`src/verilog/playground_consts.svh`:
```
// Shared constants for the playground IO block
// Bus width, region decode, one-hot IO select bits,
// write modifier codes and GPIO, LED and modulator widths

`ifndef PLAYGROUND_CONSTS_SVH
`define PLAYGROUND_CONSTS_SVH

`define PG_XLEN          32     // Bus data and address width

// Region field, top nibble of the address
`define PG_REGION_MSB    31
`define PG_REGION_LSB    28
`define PG_REGION_IO     4'h4   // 0x4000_0000

// One-hot register selects, address bits 19..4
`define PG_SEL_LSB       4
`define PG_SEL_MSB       19
`define PG_SEL_PORT_IN   4      // RO, [8] spare input
`define PG_SEL_PORT_OUT  5
`define PG_SEL_PORT_DIR  6
`define PG_SEL_LEDS      8      // [6:4] drive state, [3:0] overrides
`define PG_SEL_SDM_RED   9
`define PG_SEL_SDM_GREEN 10
`define PG_SEL_SDM_BLUE  11
`define PG_SEL_TICKS     18
`define PG_SEL_RELOAD    19

// Modifier field in address bits 3:2
`define PG_OP_LSB        2
`define PG_OP_WRITE      2'd0   // +0x0
`define PG_OP_CLEAR      2'd1   // +0x4
`define PG_OP_SET        2'd2   // +0x8
`define PG_OP_TOGGLE     2'd3   // +0xC

`define PG_GPIO_W        8
`define PG_PORT_IN_W     9      // Pins plus spare bit
`define PG_LED_W         4
`define PG_SDM_W         16     // Brightness resolution

`endif

```
`src/verilog/playground_pkg.sv`:
```
// Bus and register types of the playground IO block
// Bus request, decoded IO access, LED levels and GPIO outputs

`include "playground_consts.svh"

package playground_pkg;

   // One cycle on the external bus
   typedef struct packed {
      logic [`PG_XLEN-1:0] addr;
      logic [`PG_XLEN-1:0] wdata;
      logic [3:0]          wmask;   // Any bit set means write
      logic                rstrb;   // Read strobe
   } bus_req_t;

   // IO access after region decode, valid for one cycle
   typedef struct packed {
      logic                                rd;
      logic                                wr;
      logic [`PG_SEL_MSB-`PG_SEL_LSB:0]    sel;    // Address bits 19..4, one-hot
      logic [1:0]                          op;     // Write, clear, set, toggle
      logic [`PG_XLEN-1:0]                 wdata;
   } io_access_t;

   // Brightness per colour channel
   typedef struct packed {
      logic [`PG_SDM_W-1:0] red;
      logic [`PG_SDM_W-1:0] green;
      logic [`PG_SDM_W-1:0] blue;
   } led_level_t;

   // GPIO pin drive
   typedef struct packed {
      logic [`PG_GPIO_W-1:0] port_out;
      logic [`PG_GPIO_W-1:0] port_dir;   // 1 drives the pin
   } gpio_out_t;

endpackage

```
`src/verilog/io_bus_decode.sv`:
```
// IO region decoder
// Gates read and write strobes with the region compare and
// splits the address into one-hot selects and modifier code

`timescale 1ns/1ps

`include "playground_consts.svh"

module io_bus_decode (
   input  playground_pkg::bus_req_t   bus_req,
   output playground_pkg::io_access_t io_acc
);

   logic is_io;     // Address falls in the IO region
   logic wr_strb;   // Any byte lane written

   // Only the top nibble decides the region
   assign is_io = (bus_req.addr[`PG_REGION_MSB:`PG_REGION_LSB] == `PG_REGION_IO);

   // IO writes are word-only, so any lane counts as a full write
   assign wr_strb = |bus_req.wmask;

   always_comb begin
      io_acc.rd    = bus_req.rstrb & is_io;
      io_acc.wr    = wr_strb & is_io;
      io_acc.sel   = bus_req.addr[`PG_SEL_MSB:`PG_SEL_LSB];   // One-hot register select
      io_acc.op    = bus_req.addr[`PG_OP_LSB+1:`PG_OP_LSB];   // Modifier offset
      io_acc.wdata = bus_req.wdata;
   end

endmodule

```
`src/verilog/io_regs.sv`:
```
// IO register block
// GPIO out and dir, LED overrides and brightness registers,
// OR-combined read mux, clear/set/toggle modifier and
// buffered read data

`timescale 1ns/1ps

`include "playground_consts.svh"

module io_regs (
   input  logic                       clk,
   input  logic                       reset_button,
   input  playground_pkg::io_access_t io_acc,
   input  logic [`PG_PORT_IN_W-1:0]   port_in,     // Pins plus spare bit
   input  logic [2:0]                 led_out,     // Modulator outputs, [0] red
   input  logic [`PG_XLEN-1:0]        ticks,
   input  logic [`PG_XLEN-1:0]        reload,
   output playground_pkg::gpio_out_t  gpio,
   output logic [`PG_LED_W-1:0]       leds,
   output playground_pkg::led_level_t levels,
   output logic [`PG_XLEN-1:0]        rdata
);

   // Select indices inside io_acc.sel
   localparam int SEL_IN     = `PG_SEL_PORT_IN   - `PG_SEL_LSB;
   localparam int SEL_OUT    = `PG_SEL_PORT_OUT  - `PG_SEL_LSB;
   localparam int SEL_DIR    = `PG_SEL_PORT_DIR  - `PG_SEL_LSB;
   localparam int SEL_LEDS   = `PG_SEL_LEDS      - `PG_SEL_LSB;
   localparam int SEL_RED    = `PG_SEL_SDM_RED   - `PG_SEL_LSB;
   localparam int SEL_GREEN  = `PG_SEL_SDM_GREEN - `PG_SEL_LSB;
   localparam int SEL_BLUE   = `PG_SEL_SDM_BLUE  - `PG_SEL_LSB;
   localparam int SEL_TICKS  = `PG_SEL_TICKS     - `PG_SEL_LSB;
   localparam int SEL_RELOAD = `PG_SEL_RELOAD    - `PG_SEL_LSB;

   // Zero fill for narrow registers
   localparam int PAD_IN   = `PG_XLEN - `PG_PORT_IN_W;
   localparam int PAD_GPIO = `PG_XLEN - `PG_GPIO_W;
   localparam int PAD_LEDS = `PG_XLEN - `PG_LED_W - 3;
   localparam int PAD_SDM  = `PG_XLEN - `PG_SDM_W;

   logic [`PG_GPIO_W-1:0] port_out;
   logic [`PG_GPIO_W-1:0] port_dir;
   logic [`PG_SDM_W-1:0]  sdm_red;
   logic [`PG_SDM_W-1:0]  sdm_green;
   logic [`PG_SDM_W-1:0]  sdm_blue;

   logic [`PG_XLEN-1:0]   rd_mux;        // Combined value of all selected registers
   logic [`PG_XLEN-1:0]   io_modifier;   // Value to store on a write

   // Read mux, several selects OR together
   always_comb begin
      rd_mux = '0;
      if (io_acc.sel[SEL_IN])     rd_mux |= {{PAD_IN{1'b0}}, port_in};
      if (io_acc.sel[SEL_OUT])    rd_mux |= {{PAD_GPIO{1'b0}}, port_out};
      if (io_acc.sel[SEL_DIR])    rd_mux |= {{PAD_GPIO{1'b0}}, port_dir};
      // Drive state above the overrides, blue highest
      if (io_acc.sel[SEL_LEDS])   rd_mux |= {{PAD_LEDS{1'b0}}, led_out, leds};
      if (io_acc.sel[SEL_RED])    rd_mux |= {{PAD_SDM{1'b0}}, sdm_red};
      if (io_acc.sel[SEL_GREEN])  rd_mux |= {{PAD_SDM{1'b0}}, sdm_green};
      if (io_acc.sel[SEL_BLUE])   rd_mux |= {{PAD_SDM{1'b0}}, sdm_blue};
      if (io_acc.sel[SEL_TICKS])  rd_mux |= ticks;
      if (io_acc.sel[SEL_RELOAD]) rd_mux |= reload;
   end

   // Old value comes from the read mux
   always_comb begin
      case (io_acc.op)
         `PG_OP_CLEAR:  io_modifier = rd_mux & ~io_acc.wdata;
         `PG_OP_SET:    io_modifier = rd_mux |  io_acc.wdata;
         `PG_OP_TOGGLE: io_modifier = rd_mux ^  io_acc.wdata;
         default:       io_modifier = io_acc.wdata;            // Plain write
      endcase
   end

   always_ff @(posedge clk) begin
      if (reset_button) begin
         port_out  <= '0;
         port_dir  <= '0;   // All pins inputs
         leds      <= '0;
         sdm_red   <= '0;
         sdm_green <= '0;
         sdm_blue  <= '0;
      end else if (io_acc.wr) begin
         if (io_acc.sel[SEL_OUT])   port_out  <= io_modifier[`PG_GPIO_W-1:0];
         if (io_acc.sel[SEL_DIR])   port_dir  <= io_modifier[`PG_GPIO_W-1:0];
         if (io_acc.sel[SEL_LEDS])  leds      <= io_modifier[`PG_LED_W-1:0];
         if (io_acc.sel[SEL_RED])   sdm_red   <= io_modifier[`PG_SDM_W-1:0];
         if (io_acc.sel[SEL_GREEN]) sdm_green <= io_modifier[`PG_SDM_W-1:0];
         if (io_acc.sel[SEL_BLUE])  sdm_blue  <= io_modifier[`PG_SDM_W-1:0];
      end
   end

   // Read data is captured in the strobe cycle and held until the next IO read
   always_ff @(posedge clk) begin
      if (reset_button) begin
         rdata <= '0;
      end else if (io_acc.rd) begin
         rdata <= rd_mux;
      end
   end

   assign gpio.port_out = port_out;
   assign gpio.port_dir = port_dir;

   assign levels.red   = sdm_red;
   assign levels.green = sdm_green;
   assign levels.blue  = sdm_blue;

endmodule

```
`src/verilog/playground_io.sv`:
```
// Top level of the playground IO block
// Bus decoder, register block, reload timer and
// three LED modulator channels

`timescale 1ns/1ps

`include "playground_consts.svh"

module playground_io (
   input  logic                      clk,
   input  logic                      reset_button,
   input  playground_pkg::bus_req_t  bus_req,
   input  logic [`PG_PORT_IN_W-1:0]  port_in,     // [8] spare input bit
   output logic [`PG_XLEN-1:0]       rdata,       // Valid from the edge after the read
   output playground_pkg::gpio_out_t gpio,
   output logic [2:0]                led_drive,   // [0] red, [1] green, [2] blue
   output logic                      interrupt
);

   playground_pkg::io_access_t io_acc;
   playground_pkg::led_level_t levels;

   logic [`PG_LED_W-1:0] leds;     // Override bits, [3] spare
   logic [`PG_XLEN-1:0]  ticks;
   logic [`PG_XLEN-1:0]  reload;

   io_bus_decode u_io_bus_decode (
      .bus_req (bus_req),
      .io_acc  (io_acc)
   );

   io_regs u_io_regs (
      .clk          (clk),
      .reset_button (reset_button),
      .io_acc       (io_acc),
      .port_in      (port_in),
      .led_out      (led_drive),   // Read back in the LEDs register
      .ticks        (ticks),
      .reload       (reload),
      .gpio         (gpio),
      .leds         (leds),
      .levels       (levels),
      .rdata        (rdata)
   );

   reload_timer u_reload_timer (
      .clk          (clk),
      .reset_button (reset_button),
      .io_acc       (io_acc),
      .ticks        (ticks),
      .reload       (reload),
      .interrupt    (interrupt)
   );

   // One channel per colour, override bit with matching index
   sigma_delta_dac #(.WIDTH(`PG_SDM_W)) u_sdm_red (
      .clk          (clk),
      .reset_button (reset_button),
      .level        (levels.red),
      .force_on     (leds[0]),
      .drive        (led_drive[0])
   );

   sigma_delta_dac #(.WIDTH(`PG_SDM_W)) u_sdm_green (
      .clk          (clk),
      .reset_button (reset_button),
      .level        (levels.green),
      .force_on     (leds[1]),
      .drive        (led_drive[1])
   );

   sigma_delta_dac #(.WIDTH(`PG_SDM_W)) u_sdm_blue (
      .clk          (clk),
      .reset_button (reset_button),
      .level        (levels.blue),
      .force_on     (leds[2]),
      .drive        (led_drive[2])
   );

endmodule

```
`src/verilog/reload_timer.sv`:
```
// Reload timer
// Free-running tick counter, reload on overflow and
// one-cycle interrupt pulse

`timescale 1ns/1ps

`include "playground_consts.svh"

module reload_timer (
   input  logic                       clk,
   input  logic                       reset_button,
   input  playground_pkg::io_access_t io_acc,
   output logic [`PG_XLEN-1:0]        ticks,
   output logic [`PG_XLEN-1:0]        reload,
   output logic                       interrupt
);

   localparam int SEL_TICKS  = `PG_SEL_TICKS  - `PG_SEL_LSB;
   localparam int SEL_RELOAD = `PG_SEL_RELOAD - `PG_SEL_LSB;

   logic [`PG_XLEN:0]   ticks_plus_1;   // Carry out marks overflow
   logic [`PG_XLEN-1:0] next_ticks;

   assign ticks_plus_1 = {1'b0, ticks} + 1'b1;
   assign next_ticks   = ticks_plus_1[`PG_XLEN] ? reload : ticks_plus_1[`PG_XLEN-1:0];

   always_ff @(posedge clk) begin
      if (reset_button) begin
         ticks     <= '0;
         reload    <= '0;
         interrupt <= 1'b0;
      end else begin
         // Raw write data, the modifier does not apply here
         if (io_acc.wr && io_acc.sel[SEL_TICKS]) ticks <= io_acc.wdata;
         else                                    ticks <= next_ticks;

         if (io_acc.wr && io_acc.sel[SEL_RELOAD]) reload <= io_acc.wdata;   // Counting goes on

         interrupt <= ticks_plus_1[`PG_XLEN];   // High one cycle after the wrap
      end
   end

endmodule

```
`src/verilog/sigma_delta_dac.sv`:
```
// First-order sigma-delta modulator channel
// Phase accumulator with registered carry and override input

`timescale 1ns/1ps

`include "playground_consts.svh"

module sigma_delta_dac #(
   parameter int WIDTH = `PG_SDM_W
) (
   input  logic             clk,
   input  logic             reset_button,
   input  logic [WIDTH-1:0] level,      // Duty cycle is level / 2**WIDTH
   input  logic             force_on,   // Holds the output high
   output logic             drive
);

   logic [WIDTH-1:0] phase;
   logic             carry;

   // Carry rate over 2**WIDTH cycles equals level
   always_ff @(posedge clk) begin
      if (reset_button) begin
         phase <= '0;
         carry <= 1'b0;
      end else begin
         {carry, phase} <= {1'b0, phase} + {1'b0, level};
      end
   end

   assign drive = carry | force_on;

endmodule
```
`config.mk`:
```
export PLATFORM = sky130hd
export DESIGN_NAME = playground_io
export DESIGN_NICKNAME = d
export VERILOG_FILES = /design/src/verilog/playground_pkg.sv /design/src/verilog/io_bus_decode.sv /design/src/verilog/io_regs.sv /design/src/verilog/playground_io.sv /design/src/verilog/reload_timer.sv /design/src/verilog/sigma_delta_dac.sv
export VERILOG_INCLUDE_DIRS = /design/src /design/src/verilog
export SDC_FILE = /design/constraint.sdc
export NUM_CORES = 1
export LEC_CHECK = 0
export ABC_AREA = 1
export BUFFER_PORTS_ARGS = -buffer_cell sky130_fd_sc_hd__buf_2
export CELL_PAD_IN_SITES_DETAIL_PLACEMENT = 0
export CELL_PAD_IN_SITES_GLOBAL_PLACEMENT = 2
export CORE_MARGIN = 5
export CORE_UTILIZATION = 36
export CTS_CLUSTER_SIZE = 25
export DETAILED_ROUTE_END_ITERATION = 10
export HOLD_SLACK_MARGIN = 0.03
export PLACE_DENSITY_LB_ADDON = 0.1
export SYNTH_ARGS = -nofsm -noshare
export SYNTH_HDL_FRONTEND = slang
export SYNTH_HIERARCHICAL = 1
export SYNTH_SLANG_ARGS = --single-unit
```
`constraint.sdc`:
```
create_clock -name clk -period 4.89 [get_ports clk]
set_input_delay 0.489 -clock clk [delete_from_list [all_inputs] [get_ports clk]]
set_output_delay 0.489 -clock clk [all_outputs]
set_load 0.05 [all_outputs]
```
# After elaboration in Yosys (flattened, before gate mapping)
# Cells that the tools add are included.
[totals]
ff_bits = 216
inputBits = 80
output_inout_bits = 52
elab_cells = 62
[op_classes]
addsub = 4
n_eq_ne = 4
mux = 12
bitwise = 17
n_reduce_logical = 9
[ops]
columns = ["op", "n"]
rows = [
  ["$mux 32", 10],
  ["$or 32x16->32", 3],
  ["$or 32x32->32", 2],
  ["$or 32x8->32", 2],
  ["$add 16x16->17", 3],
  ["$pmux 16 s3", 1],
  ["$add 32x1->33 const B", 1],
  ["$or 32x7->32", 1],
  ["$and 16x16->16", 1],
  ["$not 16->16", 1],
  ["$or 16x16->16", 1],
  ["$xor 16x16->16", 1],
  ["$reduce_and 2->1", 6],
  ["$mux 9", 1],
  ["$eq 2x2->1 const B", 2],
  ["$eq 4x3->1 const B", 1],
  ["$reduce_or 4->1", 1],
  ["$or 1x1->1", 3],
  ["$and 1x1->1", 2],
  ["$eq 2x1->1 const B", 1],
  ["$logic_and 1x1->1", 2],
]

# Longest topological paths before layout
[logic_depth]
word_depth = 19
depth_mapped = 14
mapped_depth_nobuf = 12

# Modules after synthesis
# The synthesis kept the hierarchy.
[modules_own_cells]
columns = ["mod", "n_inst", "cells_each", "area_each_um2", "seq_area_each_um2"]
rows = [
  ["io_regs", 1, 836, 5791.8, 2001.9],
  ["reload_timer", 1, 555, 3595.9, 1301.2],
  ["sigma_delta_dac at u_sdm_green ...", 2, 226, 1393.8, 340.3],
  ["sigma_delta_dac at u_sdm_blue", 1, 224, 1385.1, 340.3],
  ["io_bus_decode", 1, 64, 432.9, 0.0],
]

# Worst setup path after synthesis
# Ideal clock, no wire load.
[synth_path]
path_type = "input to register"
from = "in bus_req[48] in the netlist's numbering"
to = "reg u_io_regs.leds[1]"
setup_ns = 0.121
arrival_time_ns = 1.836
required_ns = 4.769
slack_ns = 2.933
cell_stages = 13
path_buffers = 3
cell_sequence = "buf_4 > buf_4 > buf_6 > nand2_1 > nand3_1 > nor2_1 > nand2_1 > inv_1 > ha_1 > nand3_1 > nand3_1 > nor2_4 > a21oi_1"
[synth_between]
elab_chain_cells = 7
word_cells_on_any_way = 9
cone_classes = "4 x mux; 5 x bitwise"
[synth_rtl]
columns = ["element", "line_no", "rtl"]
rows = [
  ["from (decl)", "playground_io.sv:12", "input playground_pkg::bus_req_t bus_req,"],
  ["$mux 32 (*)", "io_regs.sv:60", "if (io_acc.sel[SEL_BLUE]) rd_mux |= {{PAD_SDM{1'b0}}, sdm_blue};"],
  ["$or 32x32->32", "io_regs.sv:61", "if (io_acc.sel[SEL_TICKS]) rd_mux |= ticks;"],
  ["$mux 32 (*)", "io_regs.sv:61", ""],
  ["$or 32x32->32", "io_regs.sv:62", "if (io_acc.sel[SEL_RELOAD]) rd_mux |= reload;"],
  ["$mux 32 (*)", "io_regs.sv:62", ""],
  ["net u_io_regs.rd_mux[1]", "io_regs.sv:47", "logic [`PG_XLEN-1:0] rd_mux;"],
  ["$xor 16x16->16, or another cell as far along", "io_regs.sv:70", "`PG_OP_TOGGLE: io_modifier = rd_mux ^ io_acc.wdata;"],
  ["$pmux 16 s3 (*)", "io_regs.sv:67", "case (io_acc.op)"],
  ["to (signal assigned)", "io_regs.sv:86", "if (io_acc.sel[SEL_LEDS]) leds <= io_modifier[`PG_LED_W-1:0];"],
  ["to (decl)", "io_regs.sv:19", "output logic [`PG_LED_W-1:0] leds,"],
]
# Mark *: on every way through the listed nets, which the timed path passes. The rest lies on a longest branch.
# A chain may end at the register's enable or synchronous reset.

# Final worst setup path
[layout_path]
from = "reg u_reload_timer.ticks[0]"
to = "reg u_reload_timer.ticks[23]"
[layout_between]
elab_chain_cells = 3
[layout_rtl]
columns = ["element", "line_no", "rtl"]
rows = [
  ["from (decl)", "reload_timer.sv:13", "output logic [`PG_XLEN-1:0] ticks,"],
  ["from (signal assigned)", "reload_timer.sv:34", "if (io_acc.wr && io_acc.sel[SEL_TICKS]) ticks <= io_acc.wdata;"],
  ["from (signal assigned)", "reload_timer.sv:35", "else ticks <= next_ticks;"],
  ["$add 32x1->33", "reload_timer.sv:24", "assign ticks_plus_1 = {1'b0, ticks} + 1'b1;"],
  ["$mux 32", "reload_timer.sv:25", "assign next_ticks = ticks_plus_1[`PG_XLEN] ? reload : ticks_plus_1[`PG_XLEN-1:0];"],
  ["$mux 32", "reload_timer.sv:34", ""],
]
# Every way passes these cells.

==> results.sh <==
export IMPL_highest_layer="met5"
export IMPL_holdPathStages=3
export IMPL_port_buffers=114
export IMPL_syn_cell_area_mm2=0.0139
export IMPL_numCtsBuffers=28
export IMPL_r2r_start="u_reload_timer/ticks[0]$_SDFF_PP0_"
export IMPL_route_detailed_drc=0
export IMPL_r2r_cells=9
export IMPL_grt_pass1_vias=12300
export IMPL_root_buffer="clkbuf_16"
export IMPL_via_count=13000
export IMPL_final_period_utilization_pct=46.7
export IMPL_cts_tree="built"
export IMPL_die_w_um=207
export IMPL_area_delta_synth_final_pct=10.7
export IMPL_power_density_mw_per_mm2=299
export IMPL_cp_max_fo=16
export IMPL_drt_first_iter_violations=738
export IMPL_postCtsSetupBuffers=0
export IMPL_wl_met3_um=2010
export IMPL_startpoint_type="flop"
export IMPL_rsz0062_at_grt="false"
export IMPL_period_minus_slack_ns=2.28
export IMPL_finalClockSkew_ns=0.0118
export IMPL_max_cap_viol_count=0
export IMPL_globalplace_congestion=0.851
export IMPL_leakagePower_nw=7.87
export IMPL_required_ns=5.38
export IMPL_first_pass_iters=5
export IMPL_grt_ovfl_total=0
export IMPL_hpwl_um=34500
export IMPL_ioPinCount=132
export IMPL_finalSetupViolations=0
export IMPL_hold_violations=0
export IMPL_hold_worst_slack_ns=0.197
export IMPL_r2r_end="u_reload_timer/ticks[23]$_SDFF_PP0_"
export IMPL_initial_core_util_pct=36.2
export IMPL_yosys_warnings=6
export IMPL_cts_hold_buf=0
export IMPL_syn_instance_count=2124
export IMPL_via_per_inst=4.82
export IMPL_regArea_mm2=0.00432
export IMPL_min_path_type="input pin to flop"
export IMPL_htree_levels=1
export IMPL_worstSetupEndpointType="flop"
export IMPL_syn_num_nets=2288
export IMPL_clkLatencyLatePin_ns=0.56
export IMPL_drive_gt1_share_pct=13.4
export IMPL_drt_total_wl_um=46200
export IMPL_slew_violations=0
export IMPL_multiInputGateArea_mm2=0.00765
export IMPL_ir_drop_mv=0.242
export IMPL_ant_nets=0
export IMPL_worstMarginPinSlew_ns=1.22
export IMPL_synth_avg_cell_area_um2=6.56
export IMPL_clock_path_buffers=3
export IMPL_grt_max_degree=46
export IMPL_grt_total_usage_pct=21.3
export IMPL_nets=2320
export IMPL_endpoint="u_reload_timer/ticks[23]$_SDFF_PP0_"
export IMPL_crit_path_start="u_reload_timer/ticks[0]$_SDFF_PP0_"
export IMPL_rows=72
export IMPL_worstPathArrival_ns=2.77
export IMPL_fin_tns_setup_ns=0
export IMPL_met1Wirelength_um=22300
export IMPL_ctsResizeCount=0
export IMPL_antenna_found_initial=1
export IMPL_diodes=0
export IMPL_grt_pass1_wl_um=71000
export IMPL_nFillCells=4259
export IMPL_die_h_um=207
export IMPL_die_area_mm2=0.0428
export IMPL_cts_sinks=216
export IMPL_coreArea_mm2=0.0385
export IMPL_r2r_slack_ns=2.61
export IMPL_slew_limit_headroom_pct=18.5
export IMPL_outcome="complete, no violations"
export IMPL_post_drt_wl_per_cell_um=17.1
export IMPL_crit_type="flop to flop"
export IMPL_path_clk_slew_ns=0.06
export IMPL_wl_met2_um=20900
export IMPL_fmax_ghz=0.438
registers in the layout (all words and copies together), names as in the netlist, 4 cells and up:
name                   flops
u_io_regs/leds             4
u_io_regs/port_dir         8
u_sdm_blue/phase          16
u_io_regs/port_out         8
u_io_regs/sdm_green       16
u_sdm_green/phase         16
u_sdm_red/phase           16
u_reload_timer/reload     32
u_reload_timer/ticks      32
u_io_regs/sdm_blue        16
u_io_regs/rdata           32
u_io_regs/sdm_red         16
where the power goes:
group          internal (mW)  switching, mW  total [mW]
logic                  0.132          0.322       0.454
registers               1.80         0.0364        1.84
clock network           1.47          0.854        2.33
total                   3.41           1.21        4.62
critical path, stage by stage (launching register included):
cell,delay (ns)
dfxtp_1,0.42
ha_1,0.24
nand2_2,0.08
nor2_4,0.19
nand2_4,0.11
nor2_8,0.31
nand3_2,0.39
o21ai_0,0.27
inv_1,0.06
a21oi_1,0.11
through the flow:
stage / instance area (um^2) / std cells / total power, mW / util, % / setup WS, ns
floorplan: 13900 / 2124 / 2.21 / - / 2.93
global placement: 14400 / 2644 / 2.32 / 37.4 / 2.37
detailed placement: 14400 / 2644 / 2.33 / 37.4 / 2.36
CTS: 15400 / 2694 / 4.69 / 40.1 / 2.58
global route: 15400 / 2694 / 4.80 / 40.1 / 2.46
finish: 15400 / 2694 / 4.62 / 40.1 / 2.61
final cells by class:
type / instances / share of cell area, %
Multi-Input combinational cell: 1489 / 49.6
Timing Repair Buffer: 124 / 4.18
Tap cell: 518 / 4.20
Sequential cell: 216 / 28.0
Clock buffer: 34 / 4.95
Inverter: 297 / 7.33
Clock inverter: 16 / 1.73
per-layer routing:
metal	vias to the layer above	GRT usage, %
met5	-	0
met4	2	4.20
met3	51	2.98
met2	271	35.6
met1	5939	29.7
li1	6709	-
worst min-delay path by stage:
stage | from | to
4_1_cts | bus_req[23] | u_reload_timer/ticks[18]$_SDFF_PP0_
6_report | bus_req[29] | u_reload_timer/ticks[24]$_SDFF_PP0_
3_5_place_dp | u_io_regs/rdata[22]$_SDFFE_PP0P_ | u_io_regs/rdata[22]$_SDFFE_PP0P_
5_1_grt | bus_req[23] | u_reload_timer/ticks[18]$_SDFF_PP0_
2_1_floorplan | u_reload_timer/reload[21]$_SDFFE_PP0P_ | u_reload_timer/reload[21]$_SDFFE_PP0P_
3_3_place_gp | u_reload_timer/reload[21]$_SDFFE_PP0P_ | u_reload_timer/reload[21]$_SDFFE_PP0P_
cells in the final DEF (no fill, tap or decap), drive strengths merged, types with 7 or more instances in the layout:
| cell | instances |
|---|---|
| clkinv | 8 |
| nand4 | 7 |
| a21oi | 151 |
| nand3 | 173 |
| nand3b | 11 |
| clkbuf | 34 |
| buf | 124 |
| dfxtp | 216 |
| nor3 | 7 |
| or2 | 7 |
| bufinv | 7 |
| nand2 | 586 |
| o211ai | 20 |
| inv | 295 |
| xnor2 | 8 |
| nor2 | 282 |
| xor2 | 9 |
| o21ai | 140 |
| ha | 81 |
(Power assumes the default switching activity.)
